==> config.mk <==
export PLATFORM = sky130hd
export DESIGN_NAME = cache_ctrl
export DESIGN_NICKNAME = d
export VERILOG_FILES = /design/src/source/cache_pkg.sv /design/src/source/cache_ctrl.sv
export VERILOG_INCLUDE_DIRS = /design/src /design/src/source
export SDC_FILE = /design/constraint.sdc
export NUM_CORES = 1
export LEC_CHECK = 0
export ABC_AREA = 0
export BUFFER_PORTS_ARGS = -buffer_cell sky130_fd_sc_hd__buf_2
export CORE_MARGIN = 3
export CORE_UTILIZATION = 32
export CTS_CLUSTER_DIAMETER = 120
export DETAILED_ROUTE_END_ITERATION = 12
export SLEW_MARGIN = 20
export SYNTH_ARGS = -nofsm -noshare
export SYNTH_HDL_FRONTEND = slang
export SYNTH_SLANG_ARGS = --single-unit
==> constraint.sdc <==
create_clock -name clk -period 3.7 [get_ports clk]
set_clock_uncertainty 0.1 [all_clocks]
set_input_delay 0.555 -clock clk [delete_from_list [all_inputs] [get_ports clk]]
set_output_delay 0.555 -clock clk [all_outputs]
set_load 0.05 [all_outputs]
==> src/source/cache_defs.svh <==
`ifndef CACHE_DEFS_SVH
`define CACHE_DEFS_SVH

// Byte address into the memory behind the cache
`define CACHE_ADDR_W 17

// Data word carried on both the processor and the memory side
`define CACHE_WORD_W 32

// Sets per way and the index that selects one of them
`define CACHE_INDEX_W 8
`define CACHE_SETS 256

// Tag is what remains after byte offset, word select and index
`define CACHE_TAG_W 6

// Two ways since the LRU encoding only works for a pair
`define CACHE_WAYS 2

`endif

==> src/source/cache_pkg.sv <==
package cache_pkg;

    `include "cache_defs.svh"

    typedef logic [`CACHE_ADDR_W-1:0] addr_t;
    typedef logic [`CACHE_WORD_W-1:0] word_t;

    // High word above low word with address bit 2 selecting between them
    typedef logic [2*`CACHE_WORD_W-1:0] line_t;

    typedef logic [`CACHE_TAG_W-1:0] tag_t;
    typedef logic [`CACHE_INDEX_W-1:0] index_t;
    typedef logic [`CACHE_WAYS-1:0] way_vec_t;

    typedef enum logic [3:0] {
        st_sweep,
        st_idle,
        st_lookup,
        st_check,
        st_fetch_first,
        st_gap,
        st_fetch_second,
        st_write_line,
        st_respond
    } ctrl_state_t;

endpackage

==> src/source/cache_ctrl.sv <==
`timescale 1ns/1ps

`include "cache_defs.svh"

module cache_ctrl (
    input  logic                clk,
    input  logic                rst,
    input  cache_pkg::addr_t    sys_addr,
    input  logic                sys_valid,
    output logic                sys_ready,
    output cache_pkg::word_t    sys_rdata,
    output cache_pkg::addr_t    mem_addr,
    output logic                mem_valid,
    input  logic                mem_ready,
    input  cache_pkg::word_t    mem_rdata,
    output cache_pkg::index_t   index,
    output cache_pkg::tag_t     lookup_tag,
    output cache_pkg::way_vec_t wr_en,
    output cache_pkg::line_t    wr_line,
    output cache_pkg::tag_t     wr_tag,
    output logic                wr_valid,
    output cache_pkg::way_vec_t wr_lru,
    input  logic                hit,
    input  logic                hit_way,
    input  cache_pkg::line_t    hit_line,
    input  logic                victim_way,
    input  cache_pkg::way_vec_t lru_bits
);

    import cache_pkg::*;

    ctrl_state_t state;
    index_t      sweep_cnt;
    addr_t       addr_q;
    line_t       line_q;

    // Word of a line picked by address bit 2
    function automatic word_t pick_word(line_t line, logic sel);
        return sel ? line[2*`CACHE_WORD_W-1:`CACHE_WORD_W] : line[`CACHE_WORD_W-1:0];
    endfunction

    // Line with one of its words replaced
    function automatic line_t place_word(line_t line, word_t word, logic sel);
        line_t result;
        result = line;
        if (sel) begin
            result[2*`CACHE_WORD_W-1:`CACHE_WORD_W] = word;
        end else begin
            result[`CACHE_WORD_W-1:0] = word;
        end
        return result;
    endfunction

    ////////////////////////////////////////////////////////////
    // Control FSM
    ////////////////////////////////////////////////////////////

    always_ff @(posedge clk) begin
        if (rst) begin
            state <= st_sweep;
            sweep_cnt <= '0;
            sys_ready <= 1'b0;
            mem_valid <= 1'b0;
        end else begin
            case (state)
                st_sweep: begin
                    sweep_cnt <= sweep_cnt + 1'b1;
                    if (sweep_cnt == index_t'(`CACHE_SETS - 1)) begin
                        state <= st_idle;
                    end
                end
                st_idle: begin
                    if (sys_valid) begin
                        state <= st_lookup;
                    end
                end
                // Way read of the latched index is in flight
                st_lookup: state <= st_check;
                st_check: begin
                    if (hit) begin
                        sys_ready <= 1'b1;
                        state <= st_respond;
                    end else if (!mem_ready) begin
                        // Previous memory handshake must be fully closed
                        mem_valid <= 1'b1;
                        state <= st_fetch_first;
                    end
                end
                st_fetch_first: begin
                    if (mem_ready) begin
                        mem_valid <= 1'b0;
                        state <= st_gap;
                    end
                end
                st_gap: begin
                    if (!mem_ready) begin
                        mem_valid <= 1'b1;
                        state <= st_fetch_second;
                    end
                end
                st_fetch_second: begin
                    if (mem_ready) begin
                        mem_valid <= 1'b0;
                        state <= st_write_line;
                    end
                end
                st_write_line: begin
                    sys_ready <= 1'b1;
                    state <= st_respond;
                end
                st_respond: begin
                    // Ready is held until the processor lets go
                    if (!sys_valid) begin
                        sys_ready <= 1'b0;
                        state <= st_idle;
                    end
                end
                default: state <= st_idle;
            endcase
        end
    end

    ////////////////////////////////////////////////////////////
    // Request address, fill line and read data
    ////////////////////////////////////////////////////////////

    always_ff @(posedge clk) begin
        case (state)
            st_idle: begin
                if (sys_valid) begin
                    addr_q <= sys_addr;
                end
            end
            st_check: begin
                if (hit) begin
                    sys_rdata <= pick_word(hit_line, addr_q[2]);
                end else begin
                    // Requested word goes out first
                    mem_addr <= {addr_q[`CACHE_ADDR_W-1:3], addr_q[2], 2'b00};
                end
            end
            st_fetch_first: begin
                if (mem_ready) begin
                    line_q <= place_word(line_q, mem_rdata, addr_q[2]);
                end
            end
            st_gap: mem_addr <= {addr_q[`CACHE_ADDR_W-1:3], ~addr_q[2], 2'b00};
            st_fetch_second: begin
                if (mem_ready) begin
                    line_q <= place_word(line_q, mem_rdata, ~addr_q[2]);
                end
            end
            st_write_line: sys_rdata <= pick_word(line_q, addr_q[2]);
            default: ;
        endcase
    end

    ////////////////////////////////////////////////////////////
    // Way port drive
    ////////////////////////////////////////////////////////////

    assign lookup_tag = addr_q[`CACHE_ADDR_W-1:`CACHE_ADDR_W-`CACHE_TAG_W];

    always_comb begin
        index = addr_q[`CACHE_INDEX_W+2:3];
        wr_en = '0;
        wr_line = line_q;
        wr_tag = lookup_tag;
        wr_valid = 1'b1;
        // Way 0 copies way 1, way 1 takes the inverse of way 0
        wr_lru = {~lru_bits[0], lru_bits[1]};
        case (state)
            st_sweep: begin
                index = sweep_cnt;
                wr_en = '1;
                wr_line = '0;
                wr_tag = '0;
                wr_valid = 1'b0;
                wr_lru = '0;
            end
            st_check: begin
                // Hit rewrites its own entry with a fresh LRU bit
                if (hit) begin
                    wr_en = way_vec_t'(1) << hit_way;
                end
                wr_line = hit_line;
            end
            st_write_line: wr_en = way_vec_t'(1) << victim_way;
            default: ;
        endcase
    end

endmodule

==> flow_metrics.py <==
metrics = {
    "global_routing": {
        "grt_pass1_vias": 5033,
        "grt_max_degree": 79,
        "grt_pass1_wl_um": 27100,
        "grt_overflow": 0,
        "antenna_found_initial": 2,
        "track_usage_pct": 16.0,
    },
    "floorplan": {
        "die_w_um": 148,
        "dieArea_um2": 21800,
        "start_util_pct": 32.8,
        "std_cell_rows": 51,
        "fp.dieH_um": 148,
        "ios": 262,
        "core_area_um2": 19600,
    },
    "timing": {
        "rsz0062_at_grt": "no",
        "slew_viol_final": 0,
        "finalWorstPathRequiredPeriod_ns": 3.26,
        "period_share_pct": 88.2,
        "max_slew_margin_pct": 53.9,
        "tightest_slew_ns": 0.689,
        "setup_tns_ns": 0,
        "fmax_mhz": 306,
        "hold_viol": 0,
        "setup_violations": 0,
    },
    "min_path": {
        "min-delay-path-class": "primary input to flip-flop",
    },
    "drt": {
        "final_antenna_net_count": 0,
        "via_per_inst": 4.75,
        "drtIter0Drc": 240,
        "vias": 4955,
        "detail_route.wirelength_um": 17600,
        "dr.pass1.iters": 4,
        "wire_per_inst_um": 16.8,
        "route.detailed.drc": 0,
    },
    "clock_network": {
        "cts_resized": 0,
        "post_cts_buffers": 0,
        "hold_buffers": 0,
        "clk_path_buf_depth": 2,
        "cts_tree": "yes",
        "cts_sinks": 140,
        "path_clk_slew_ns": 0.07,
        "root_buffer": "clkbuf_16",
        "cts-htree-levels": 4,
        "clkLatencyLatePin_ns": 0.42,
        "numCtsBuffers": 17,
    },
    "setup_path": {
        "path_common_cell": "nand2_1",
        "crit_path_max_fanout": 52,
        "worstPathCellList": "nand2_1 > nor3_2 > buf_4 > nand2_1 > o221ai_1 > buf_2",
        "cpPeakStageDelay_ns": 0.59,
        "cp.required_ns": 3.04,
        "worst_setup_path_start_kind": "flip-flop",
        "worst-path-buf-inv": 2,
        "critical_path.top_delay_family": "buffers and inverters",
        "r2r_slack_ns": 0.95,
        "cp_data_arrival_time_ns": 2.61,
        "crit_path_end_kind": "primary output",
        "slowest_stage": "dfxtp_1",
        "path_class": "flip-flop to primary output",
    },
    "yosys": {
        "synthArstFlopShare_pct": 0,
        "synthDistinctLibCells": 38,
        "syn-cell-area_um2": 6430,
        "synth_seq_cells": 140,
        "synth_edf_count": 126,
        "yosysSeqAreaShare_pct": 63.2,
        "synth_ff_type": "edfxtp_1",
        "syn_area_per_cell_um2": 12.4,
        "syn_inst": 520,
        "synth_warnings": 0,
    },
    "place": {
        "port_buffers": 257,
        "gp_congestion": 0.767,
        "dp_hpwl_um": 12600,
    },
    "power_and_ir_drop": {
        "p_leak_nw": 3.45,
        "power.switching_mw": 2.40,
        "intPower_mw": 3.47,
        "ir_drop_uv": 428,
        "clkPwrFrac_pct": 31.2,
        "p_total_mw": 5.87,
        "p_sw_share_pct": 40.9,
        "power_density_nw_per_um2": 680,
        "seq_power_share_pct": 31.3,
        "power_frac_comb_pct": 37.5,
    },
    "final_layout": {
        "syn2layout_area_growth_pct": 34.2,
        "drive_gt1_share_pct": 43.2,
        "fillCellCount": 1869,
        "regArea_um2": 4060,
        "multi_input_comb_area_um2": 2160,
        "nets": 888,
    },
    "job": {
        "drv_cap": 0,
    },
    "outcome": {
        "status": "complete, no violations",
    },
}
==> through the flow <==
stage	std cells	utilization (%)	hold WS, ns	area [µm²]	setup slack, ns
floorplan	521	-	0.326	6430	0.725
global route	1042	44.0	0.187	8630	0.190
CTS	1042	44.0	0.193	8630	0.386
global placement	1011	40.8	0.329	8000	0.884
detailed placement	1011	40.8	0.339	8000	0.845
finish	1043	44.0	0.213	8630	0.436
==> cell usage in the layout (no fill, tap or decap), types with 2 or more instances in the layout <==
cell / instances
a21oi_1: 6
and2_1: 7
buf_12: 4
buf_2: 257
buf_4: 7
bufinv_16: 5
clkbuf_1: 2
clkbuf_16: 17
clkinv_1: 2
clkinv_4: 3
conb_1: 2
dfxtp_1: 14
edfxtp_1: 126
inv_1: 4
mux2i_1: 2
mux4_2: 32
nand2_1: 165
nand3_1: 3
nand4_1: 4
nor2_1: 10
nor3b_1: 2
nor4b_1: 2
o211a_1: 2
o21ai_0: 67
or3_1: 3
xnor2_1: 2
xor2_1: 5
==> cells in the mapped netlist, types with 2 or more instances <==
library cell	count	area share, %
nor2b_1	2	0.19
a21oi_1	6	0.47
nor3_1	2	0.16
xnor2_1	2	0.27
nor4b_1	2	0.27
clkbuf_1	20	1.2
mux2i_1	2	0.31
xor2_1	5	0.68
mux4_2	32	11
buf_2	8	0.62
nand2_1	166	9.7
and2_1	8	0.78
nor2_1	11	0.64
or3_1	3	0.29
buf_1	3	0.18
nor3b_1	2	0.23
o211a_1	2	0.31
dfxtp_1	14	4.4
buf_4	12	1.4
nand4_1	4	0.39
nand3_1	3	0.23
inv_1	4	0.23
o21ai_0	67	5.2
edfxtp_1	126	59
==> registers in the layout (all words and copies together), names as in the netlist <==
register   count
sys_rdata     32
mem_valid      1
state          4
sys_ready      1
sweep_cnt      8
mem_addr      15
line_q        64
addr_q        15
==> power groups by stage <==
stage               Sequential (mW)  Clock [mW]  Combinational, mW
floorplan                      1.87           0               1.66
global placement               1.87           0               2.20
detailed placement             1.87           0               2.21
CTS                            1.84        1.86               2.21
global route                   1.84        1.93               2.33
finish                         1.84        1.83               2.20
==> kinds of logic (layout without fill, tap and decap cells) <==
| logic type | Yosys count | count (layout) | share of synthesized area, % |
|---|---|---|---|
| and+or+nand+nor | 207 | 207 | 13.6 |
| adders and majority gates | 1 | 1 | 0.195 |
| AOI/OAI and AO/OA | 82 | 82 | 6.79 |
| buffers and inverters | 48 | 304 | 3.66 |
| DFF | 140 | 140 | 63.2 |
| muxes | 34 | 34 | 11.5 |
| other | 1 | 3 | 0.0583 |
| xor gates and xnor gates | 7 | 7 | 0.954 |
==> final cells by class <==
cell class                      count  share of cell area, %
Clock inverter                     12                   2.28
Clock buffer                       19                   5.02
Inverter                            5                  0.218
Timing Repair Buffer              268                   16.4
Sequential cell                   140                   47.1
Multi-Input combinational cell    333                   25.1
Antenna cell                        1                 0.0290
Tap cell                          265                   3.84
==> final timing paths <==
check | cells after the start | from | endpoint
max | 6 | state[1] | wr_en[0]
min | 1 | sys_addr[2] | addr_q[2]
max reg2reg | 6 | state[1] | sys_rdata[19]
min reg2reg | 0 | addr_q[4] | mem_addr[4]
==> per-layer routing <==
| layer | vias to the layer above | GRT usage, % | part of all wire, % |
|---|---|---|---|
| met5 | - | 0 | 0.16 |
| met4 | 4 | 5.50 | 1.4 |
| met3 | 26 | 5.70 | 9.4 |
| met2 | 235 | 27.0 | 49 |
| met1 | 2320 | 19.2 | 40 |
| li1 | 2370 | - | - |
No activity file was read; power rests on OpenSTA's default activity.
