<file path="config.mk">
export PLATFORM = sky130hd
export DESIGN_NAME = way_select
export DESIGN_NICKNAME = d
export VERILOG_FILES = /design/src/source/cache_pkg.sv /design/src/source/way_select.sv
export VERILOG_INCLUDE_DIRS = /design/src /design/src/source
export SDC_FILE = /design/constraint.sdc
export NUM_CORES = 1
export LEC_CHECK = 0
export ABC_AREA = 0
export ABC_CLOCK_PERIOD_IN_PS = 1070
export BUFFER_PORTS_ARGS = -buffer_cell sky130_fd_sc_hd__buf_2
export CORE_AREA = 2 2 76 78
export DETAILED_ROUTE_END_ITERATION = 16
export DIE_AREA = 0 0 78 80
export PLACE_DENSITY = 0.7
export SETUP_SLACK_MARGIN = 0.4
export SYNTH_ARGS = -nofsm -noshare
export SYNTH_HDL_FRONTEND = slang
export SYNTH_SLANG_ARGS = --single-unit
export TNS_END_PERCENT = 50
</file>
<file path="constraint.sdc">
create_clock -name vclk -period 1.07
set_input_delay 0.0535 -clock vclk [all_inputs]
set_output_delay 0.0535 -clock vclk [all_outputs]
set_load 0.01 [all_outputs]
</file>
<file path="src/source/cache_defs.svh">
`ifndef CACHE_DEFS_SVH
`define CACHE_DEFS_SVH

// Byte address into the memory behind the cache
`define CACHE_ADDR_W 17

// Data word carried on both the processor and the memory side
`define CACHE_WORD_W 32

// Sets per way and the index that selects one of them
`define CACHE_INDEX_W 8
`define CACHE_SETS 256

// Tag is what remains after byte offset, word select and index
`define CACHE_TAG_W 6

// Two ways since the LRU encoding only works for a pair
`define CACHE_WAYS 2

`endif

</file>
<file path="src/source/cache_pkg.sv">
package cache_pkg;

    `include "cache_defs.svh"

    typedef logic [`CACHE_ADDR_W-1:0] addr_t;
    typedef logic [`CACHE_WORD_W-1:0] word_t;

    // High word above low word with address bit 2 selecting between them
    typedef logic [2*`CACHE_WORD_W-1:0] line_t;

    typedef logic [`CACHE_TAG_W-1:0] tag_t;
    typedef logic [`CACHE_INDEX_W-1:0] index_t;
    typedef logic [`CACHE_WAYS-1:0] way_vec_t;

    typedef enum logic [3:0] {
        st_sweep,
        st_idle,
        st_lookup,
        st_check,
        st_fetch_first,
        st_gap,
        st_fetch_second,
        st_write_line,
        st_respond
    } ctrl_state_t;

endpackage

</file>
<file path="src/source/way_select.sv">
`timescale 1ns/1ps

`include "cache_defs.svh"

module way_select (
    input  cache_pkg::way_vec_t hits,
    input  cache_pkg::line_t    lines [`CACHE_WAYS],
    input  cache_pkg::way_vec_t lru_bits,
    output logic                hit,
    output logic                hit_way,
    output cache_pkg::line_t    hit_line,
    output logic                victim_way
);

    import cache_pkg::*;

    ////////////////////////////////////////////////////////////
    // Hit reduction
    ////////////////////////////////////////////////////////////

    // Lowest set bit wins, so way 0 is preferred on a double hit
    way_vec_t first_hit;

    assign first_hit = hits & (~hits + way_vec_t'(1));

    assign hit = |hits;

    // Way number of the winning hit or 0 when nothing hit
    assign hit_way = first_hit[1];

    assign hit_line = lines[hit_way];

    ////////////////////////////////////////////////////////////
    // Replacement choice
    ////////////////////////////////////////////////////////////

    // Equal LRU bits mark way 0 as the more recent and unequal bits mark way 1
    // The victim is the other way
    always_comb begin
        if (lru_bits[0] == lru_bits[1]) begin
            victim_way = 1'b1;
        end else begin
            victim_way = 1'b0;
        end
    end

endmodule

</file>
==> results of run 1 <==
-- worst max-delay path, delay by kind of cell --
| family | cells | cell delay, ns |
|---|---|---|
| buffers and inverters | 3 | 0.43 |
| AND/OR/NAND/NOR | 1 | 0.16 |
| multiplexers | 1 | 0.31 |
-- through the flow --
step	power [W]	setup slack (ns)	area, um^2	utilization, %	hold WS [ns]
after floorplan	0.000524	0.236	1060	-	0.183
after global placement	0.000931	0.0270	2090	38.6	0.363
after detailed placement	0.000941	0.0218	2090	38.6	0.371
after CTS	0.000943	0.0192	2090	38.6	0.371
after global routing	0.00121	0.0161	2410	44.6	0.398
final	0.00114	0.0473	2410	44.6	0.370
-- cells in the mapped netlist --
library cell  number
mux2_2            15
nand2b_4           1
buf_8              1
xnor2_1            1
inv_1              1
buf_12             5
buf_2              1
or2_2              1
mux2_4            49
-- kinds of logic (layout without fill, tap and decap cells) --
group	after synthesis	in the layout	share of synthesized area [%]
mux	64	64	85.6
buf+inv	8	205	11.7
xor+xnor	1	1	0.829
simple gates	2	2	1.89
-- final timing paths --
path	start	end	slack, ns	cells past startpoint
worst min-delay path	lru_bits[0]	victim_way	0.37	3
worst max-delay path	hits[0]	hit_line[24]	0.05	5
-- layout make-up --
| cell class | instances | area share, % |
|---|---|---|
| inverters | 1 | 0.156 |
| repair buffers | 204 | 55.6 |
| multi-input cells | 67 | 40.5 |
| well taps | 72 | 3.74 |
-- report_power, final --
part	switching, W	internal [W]
sequential	0	0
combinational	0.000396	0.000745
clock	0	0
total	0.000396	0.000745
-- layer usage --
metal	vias to the layer above	part of all wire [%]
met2	116	56
met4	0	0.26
met3	2	12
li1	675	-
met1	586	33
met5	-	0
-- timing repair --
action	in CTS	in global routing
resized for setup	0	57
pin swaps	0	0
setup endpoints to repair	65	66
endpoints found under the hold margin	0	0
hold buffers	0	0
==> results.py, run 1 <==
metrics = {
    "global_route": {
        "grt_overflow": 0,
        "met2_usage_pct": 24.4,
        "grt_pass1_vias": 1387,
        "antenna_found_initial": 0,
        "grt_pass1_wl_um": 5940,
        "use_met3_pct": 2.38,
        "busiest_layer": "met2",
        "use_met1_pct": 11.7,
        "track_usage_pct": 11.4,
        "grt_max_degree": 26,
    },
    "setup_path": {
        "cp_slowest_stage_delay_ns": 0.31,
        "cp_data_required_time_ns": 1.02,
        "cp.arrival_ns": 0.97,
        "slowest_stage": "mux2_4",
        "startpoint_type": "input port",
        "path_max_fanout": 25,
        "end_kind": "output pin",
        "path_cells": "buf_6 -> nand2b_4 -> buf_12 -> mux2_4 -> buf_2",
        "critical_path_class": "input port to output pin",
    },
    "routing": {
        "vias_per_cell": 4.01,
        "drc": 0,
        "dr.pass1.iters": 2,
        "wirelength_um": 4580,
        "final_antenna_net_count": 0,
        "wl_per_cell_um": 13.3,
        "dr_total_vias": 1379,
        "drtIter0Drc": 6,
    },
    "die": {
        "start_util_pct": 19.6,
        "ios": 199,
        "core_um2": 5410,
        "fp-row-count": 27,
        "die_h_um": 80,
        "die_w_um": 78,
        "die-area_um2": 6240,
    },
    "timing": {
        "hold_viol": 0,
        "final_max_slew_viol_count": 0,
        "slew_headroom_pct": 87.5,
        "min_period_ns": 1.02,
        "worstMarginPinSlew_ns": 0.187,
        "fin_crit_sh_pct": 95.6,
        "fmax_ghz": 0.978,
        "rsz0062_at_grt": "yes",
        "setup-violations-final": 0,
        "setup_tns_ns": 0,
    },
    "synthesis": {
        "netlist.area_leader.share_pct": 69.6,
        "synthCells": 75,
        "yosysWarnings": 0,
        "synth_top_area_cell": "mux2_4",
        "synth_nets": 207,
        "synth_seq_area_share_pct": 0,
        "ys_types": 9,
        "syn_area_um2": 1060,
        "netlist_top_cells_area": "mux2_4 (70%), mux2_2 (16%), buf_12 (9.5%)",
        "syn_avg_cell_area_um2": 14.1,
    },
    "place": {
        "dp_hpwl_um": 3950,
        "numPortBuffers": 199,
        "dp.cells": 344,
        "gp_congestion": 0.799,
    },
    "cells_and_area": {
        "syn_to_final_growth_pct": 128,
        "final_nets": 406,
        "stdcell_count": 344,
        "design.seq.count": 0,
        "layout_commonest_cell": "buf_2",
        "fillers": 507,
        "n_clock_buffer": 0,
        "antennaDiodeCount": 0,
        "drive_above_1_share_pct": 99.3,
        "multi_input_area_um2": 975,
        "layout_common_cells": "buf_2 (154), mux2_4 (60), buf_6 (45)",
        "regArea_um2": 0,
    },
    "power_and_ir_drop": {
        "p_leak_nw": 1.48,
        "ir_drop_mv": 0.225,
        "p_per_area_nw_per_um2": 474,
    },
    "flow_run": {
        "maxCapViolations": 0,
    },
    "clock_tree": {
        "cts_setup_buffers": 0,
    },
    "worst_hold_path": {
        "min_path_type": "input port to output pin",
    },
    "outcome": {
        "status": "finished clean",
    },
}
Note: power is estimated with default switching activity, not from simulation.
==> run 2, diff against run 1 <==
--- a/config.mk
+++ b/config.mk
@@ -6,15 +6,15 @@
 export SDC_FILE = /design/constraint.sdc
 export NUM_CORES = 1
 export LEC_CHECK = 0
-export ABC_AREA = 0
+export ABC_AREA = 1
 export ABC_CLOCK_PERIOD_IN_PS = 1070
 export BUFFER_PORTS_ARGS = -buffer_cell sky130_fd_sc_hd__buf_2
 export CORE_AREA = 2 2 76 78
 export DETAILED_ROUTE_END_ITERATION = 16
 export DIE_AREA = 0 0 78 80
-export PLACE_DENSITY = 0.7
+export PLACE_DENSITY = 0.68
 export SETUP_SLACK_MARGIN = 0.4
 export SYNTH_ARGS = -nofsm -noshare
 export SYNTH_HDL_FRONTEND = slang
 export SYNTH_SLANG_ARGS = --single-unit
-export TNS_END_PERCENT = 50
+export TNS_END_PERCENT = 5
==> run 2 against run 1 <==
Net effect:
- total power fell by 3.3%
- synthesized area fell by 8.4%
- combinational power fell by 4%
- clock-buffer cell count did not move
- die area did not move
- non-clock buffer count rose by 16
- critical path type unchanged
- largest power group unchanged
- highest routed layer is now met3
==> results.py, run 2 <==
metrics = {
    "global_route": {
        "use_met1_pct": 16.8,
        "antenna_found_initial": 0,
        "met2_usage_pct": 31.0,
        "track_usage_pct": 15.1,
        "use_met3_pct": 2.60,
        "grt_pass1_vias": 1817,
        "grt_max_degree": 32,
        "grt_overflow": 0,
        "grt_pass1_wl_um": 7990,
        "busiest_layer": "met2",
    },
    "outcome": {
        "status": "finished clean",
    },
    "timing": {
        "setup-violations-final": 0,
        "holdWs_ns": 0.377,
        "worstMarginPinSlew_ns": 0.155,
        "fmax_ghz": 1.16,
        "setup_ws_ns": 0.212,
        "fin_crit_sh_pct": 80.2,
        "final_max_slew_viol_count": 0,
        "slew_headroom_pct": 89.7,
        "setup_tns_ns": 0,
        "rsz0062_at_grt": "yes",
        "min_period_ns": 0.858,
        "hold_viol": 0,
    },
    "worst_hold_path": {
        "holdPathEnd": "victim_way",
        "hold_depth": 3,
        "min_path_type": "input port to output pin",
        "hold_start": "lru_bits[0]",
    },
    "routing": {
        "final_antenna_net_count": 0,
        "drc": 0,
        "drtIter0Drc": 93,
        "wl_per_cell_um": 12.4,
        "wirelength_um": 6060,
        "dr.pass1.iters": 4,
        "vias_per_cell": 4.46,
        "dr_total_vias": 2183,
    },
    "synthesis": {
        "netlist.area_leader.share_pct": 50.0,
        "synth_compound_area_share_pct": 0,
        "ys_top_cells_by_count": "nand2_1 (129), nand3_1 (64), buf_2 (11), buf_6 (5), buf_4 (3)",
        "syn_area_um2": 968,
        "yosysWarnings": 0,
        "synth_top_area_cell": "nand2_1",
        "ys_types": 9,
        "synthCells": 218,
        "syn_avg_cell_area_um2": 4.44,
        "yosys.area_share.simple_pct": 83.7,
        "synth_top_family_by_area": "simple AND/OR/NAND/NOR gates",
        "synthXorXnorAreaFrac_pct": 0.904,
        "synth_nets": 350,
        "yosysMostFrequentCell": "nand2_1",
        "synth_fa_ha_area_share_pct": 0,
        "netlist_top_cells_area": "nand2_1 (50%), nand3_1 (33%), buf_6 (5.8%)",
        "synthMuxAreaShare_pct": 0,
        "synth_seq_area_share_pct": 0,
    },
    "die": {
        "ios": 199,
        "die_w_um": 78,
        "die_h_um": 80,
        "start_util_pct": 17.9,
        "fp-row-count": 27,
        "die-area_um2": 6240,
        "core_um2": 5410,
    },
    "power_and_ir_drop": {
        "ir_drop_mv": 0.209,
        "p_leak_nw": 1.60,
        "p_per_area_nw_per_um2": 448,
        "p_int_w": 0.000572,
        "netSwitchingFraction_pct": 48.2,
        "p_comb_share_pct": 100.0,
        "pwr-share-seq_pct": 0,
        "switching_power_w": 0.000532,
        "clkPwrFrac_pct": 0,
    },
    "cells_and_area": {
        "regArea_um2": 0,
        "antennaDiodeCount": 0,
        "final_nets": 551,
        "fin_area_um2": 2470,
        "layout_commonest_cell": "buf_2",
        "drive_above_1_share_pct": 56.8,
        "stdcell_count": 489,
        "n_clock_buffer": 0,
        "fillers": 571,
        "multi_input_area_um2": 911,
        "design.seq.count": 0,
        "syn_to_final_growth_pct": 155,
        "layout_common_cells": "buf_2 (195), nand2_1 (127), nand3_1 (51)",
    },
    "setup_path": {
        "cp_data_required_time_ns": 1.02,
        "cp.arrival_ns": 0.80,
        "path_max_fanout": 8,
        "startpoint_type": "input port",
        "end_kind": "output pin",
        "critical_path_class": "input port to output pin",
    },
    "flow_run": {
        "maxCapViolations": 0,
    },
    "place": {
        "place_ws_ns": 0.115,
        "gp_congestion": 0.741,
        "numPortBuffers": 199,
        "dp_hpwl_um": 3940,
        "dp.cells": 474,
        "dpl_cell_area_um2": 2010,
    },
}
==> run 2: cell type report <==
type / instances / share of cell area, %
timing repair buffer: 220 / 58.6
tap: 72 / 3.65
multi-input combinational: 195 / 36.9
inverter: 2 / 0.812
==> run 2: layer usage <==
layer	part of all wire [%]	vias to the layer above
li1	-	1100
met1	38	956
met2	51	127
met3	10	0
met4	0	0
met5	0	-
==> run 2: worst max-delay path: stages <==
cell	delay (ns)
buf_8	0.11
clkinv_8	0.06
buf_12	0.15
clkbuf_16	0.15
nand3_1	0.06
nand2_1	0.10
buf_6	0.11
==> run 2: what timing repair did <==
| action | 4_1_cts | 5_1_grt |
|---|---|---|
| setup endpoints to repair | 66 | 66 |
| endpoints found under the hold margin | 0 | 0 |
| pin swaps | 0 | 17 |
| hold buffers | 0 | 0 |
| setup buffers | 2 | 3 |
| cloned | 3 | 7 |
| gates resized for setup | 8 | 29 |
==> run 2: logic make-up after synthesis <==
logic type             after synthesis
AND/OR/NAND/NOR                    194
buffers and inverters               23
XOR/XNOR                             1
==> run 2: power groups by stage <==
stage          sequential, W  combinational, W  clock, W
3_3_place_gp               0          0.000888         0
3_5_place_dp               0          0.000897         0
2_1_floorplan              0          0.000429         0
4_1_cts                    0          0.000974         0
5_1_grt                    0           0.00121         0
6_report                   0           0.00110         0
==> run 2: how the worst max path moves through the flow <==
stage / startpoint / end / slack [ns]
after floorplan: hits[0] / hit_line[0] / 0.42
after global placement: hits[0] / hit_line[61] / 0.14
after detailed placement: hits[0] / hit_line[61] / 0.11
after CTS: hits[0] / hit_line[41] / 0.20
after global routing: hits[0] / hit_line[39] / 0.19
final: hits[0] / hit_line[39] / 0.21
==> run 2: per-stage QoR <==
stage	power (W)	utilization, %
after floorplan	0.000429	-
after global placement	0.000888	37.2
after detailed placement	0.000897	37.2
after CTS	0.000974	39.8
after global routing	0.00121	45.6
final	0.00110	45.6
==> run 3, diff against run 2 <==
--- a/config.mk
+++ b/config.mk
@@ -7,7 +7,7 @@
 export NUM_CORES = 1
 export LEC_CHECK = 0
 export ABC_AREA = 1
-export ABC_CLOCK_PERIOD_IN_PS = 1070
+export ABC_CLOCK_PERIOD_IN_PS = 800
 export BUFFER_PORTS_ARGS = -buffer_cell sky130_fd_sc_hd__buf_2
 export CORE_AREA = 2 2 76 78
 export DETAILED_ROUTE_END_ITERATION = 16
==> constraint.sdc (replaced) <==
create_clock -name vclk -period 0.8
set_input_delay 0.04 -clock vclk [all_inputs]
set_output_delay 0.04 -clock vclk [all_outputs]
set_load 0.01 [all_outputs]
==> run 3 against run 2 <==
Net effect:
- utilization is 11 points higher
- global-route usage fell by 0.21 points
- critical endpoint is now hit_line[42]
- via count shrank 0.32%
- flip-flop and latch count is the same
- the run now ends with setup timing left
- largest power group unchanged
- total power rose by 78%
- non-clock buffer count is 6 lower
==> results.py, run 3 (same netlist as run 2, synthesis figures left out) <==
metrics = {
    "outcome": {
        "status": "finished with violations",
        "violations": "setup timing",
    },
    "setup_path": {
        "cp_slowest_stage_delay_ns": 0.18,
        "critical_path_class": "input port to output pin",
        "slowest_stage": "clkbuf_16",
        "crit_buf_inv": 4,
        "cp_data_required_time_ns": 0.76,
        "cp.arrival_ns": 0.76,
        "crit_family": "buffers and inverters",
        "path_max_fanout": 7,
        "path_cells": "buf_12 -> clkinv_16 -> nand2_8 -> clkbuf_16 -> nand2_1 -> nand2_2 -> buf_6",
        "startpoint_type": "input port",
        "end_kind": "output pin",
        "worstSetupStartpoint": "hits[0]",
    },
    "timing": {
        "setup_ws_ns": -0.00392,
        "slew_headroom_pct": 90.3,
        "worstMarginPinSlew_ns": 0.145,
        "setup-violations-final": 1,
        "fmax_ghz": 1.24,
        "hold_viol": 0,
        "setup_tns_ns": -0.00392,
        "fin_crit_sh_pct": 100,
        "min_period_ns": 0.804,
        "rsz0062_at_grt": "yes",
        "final_max_slew_viol_count": 0,
    },
    "power_and_ir_drop": {
        "pwr-share-seq_pct": 0,
        "p_comb_share_pct": 100.0,
        "switching_power_w": 0.000884,
        "netSwitchingFraction_pct": 45.0,
        "p_leak_nw": 1.73,
        "p_per_area_nw_per_um2": 637,
        "clkPwrFrac_pct": 0,
        "p_int_w": 0.00108,
        "ir_drop_mv": 0.305,
    },
    "routing": {
        "drtIter0Drc": 53,
        "wl_per_cell_um": 13.1,
        "dr_total_vias": 2176,
        "wirelength_um": 6360,
        "drc": 0,
        "final_antenna_net_count": 0,
        "dr.pass1.iters": 4,
        "vias_per_cell": 4.50,
    },
    "die": {
        "die_w_um": 78,
        "die-area_um2": 6240,
        "start_util_pct": 17.9,
        "ios": 199,
        "die_h_um": 80,
        "core_um2": 5410,
        "fp-row-count": 27,
    },
    "cells_and_area": {
        "stdcell_count": 484,
        "n_clock_buffer": 0,
        "final_core_util_pct": 57.1,
        "design.seq.count": 0,
        "antennaDiodeCount": 0,
        "layout_commonest_cell": "buf_2",
        "drive_above_1_share_pct": 80.6,
        "syn_to_final_growth_pct": 219,
        "regArea_um2": 0,
        "fillers": 490,
        "final_nets": 546,
        "layout_common_cells": "buf_2 (140), nand2_2 (96), nand3_1 (63)",
        "multi_input_area_um2": 1230,
    },
    "place": {
        "dp_hpwl_um": 4010,
        "numPortBuffers": 199,
        "gp_congestion": 0.735,
        "dp.cells": 475,
    },
    "global_route": {
        "grt_pass1_wl_um": 7960,
        "grt_max_degree": 33,
        "grt_pass1_vias": 1868,
        "grt_overflow": 0,
        "antenna_found_initial": 0,
        "track_usage_pct": 14.9,
    },
    "worst_hold_path": {
        "min_path_type": "input port to output pin",
        "hold_start": "lru_bits[0]",
    },
    "flow_run": {
        "maxCapViolations": 0,
    },
    "clock_tree": {
        "cts_setup_buffers": 0,
        "cts_hold_buf": 0,
    },
}
run 3: cell types whose count changed in the layout (fill, tap and decap cells not counted), moves of 3 or more:
cell,delta
nand3_1,+12
buf_4,-3
nand2_4,+16
nand3_2,-11
nand2_1,-111
buf_2,-55
nand2_2,+95
buf_6,+52
run 3: power by group through the flow:
stage,combinational [W],sequential [W],clock [W]
after floorplan,0.000720,0,0
after detailed placement,0.00134,0,0
final,0.00197,0,0
after global placement,0.00132,0,0
after CTS,0.00144,0,0
after global routing,0.00211,0,0
run 3: tightest hold or removal path: stages:
cell	delay (ns)
buf_6	0.07
xnor2_2	0.05
buf_2	0.13
run 3: final timing paths:
check            to  cells past startpoint
min      victim_way                      3
max    hit_line[42]                      7
run 3: metal layers:
metal / track usage (%) / part of all wire [%] / vias up
li1: - / - / 1089
met1: 16.5 / 38 / 959
met3: 2.94 / 9.5 / 2
met5: 0 / 0 / -
met2: 30.2 / 53 / 126
met4: 0.877 / 0.25 / 0
run 3: layout make-up:
type	count	share of cell area [%]
Timing Repair Buffer	214	56.2
Inverter	2	1.09
Multi-Input combinational cell	196	39.8
Tap cell	72	2.92
run 3: metrics by stage:
stage               hold WS, ns  setup WS [ns]  total power [W]  instance area, um^2
floorplan                 0.156          0.248         0.000720                 1220
global placement          0.338        -0.0321          0.00132                 2240
detailed placement        0.339        -0.0377          0.00134                 2240
CTS                       0.320         0.0241          0.00144                 2380
global route              0.348        -0.0335          0.00211                 3090
finish                    0.330       -0.00392          0.00197                 3090
run 3: repair_timing:
action / in CTS / in global routing
pin swaps: 5 / 19
gates resized for setup: 21 / 114
endpoints found under the setup margin: 67 / 67
gates cloned: 2 / 7
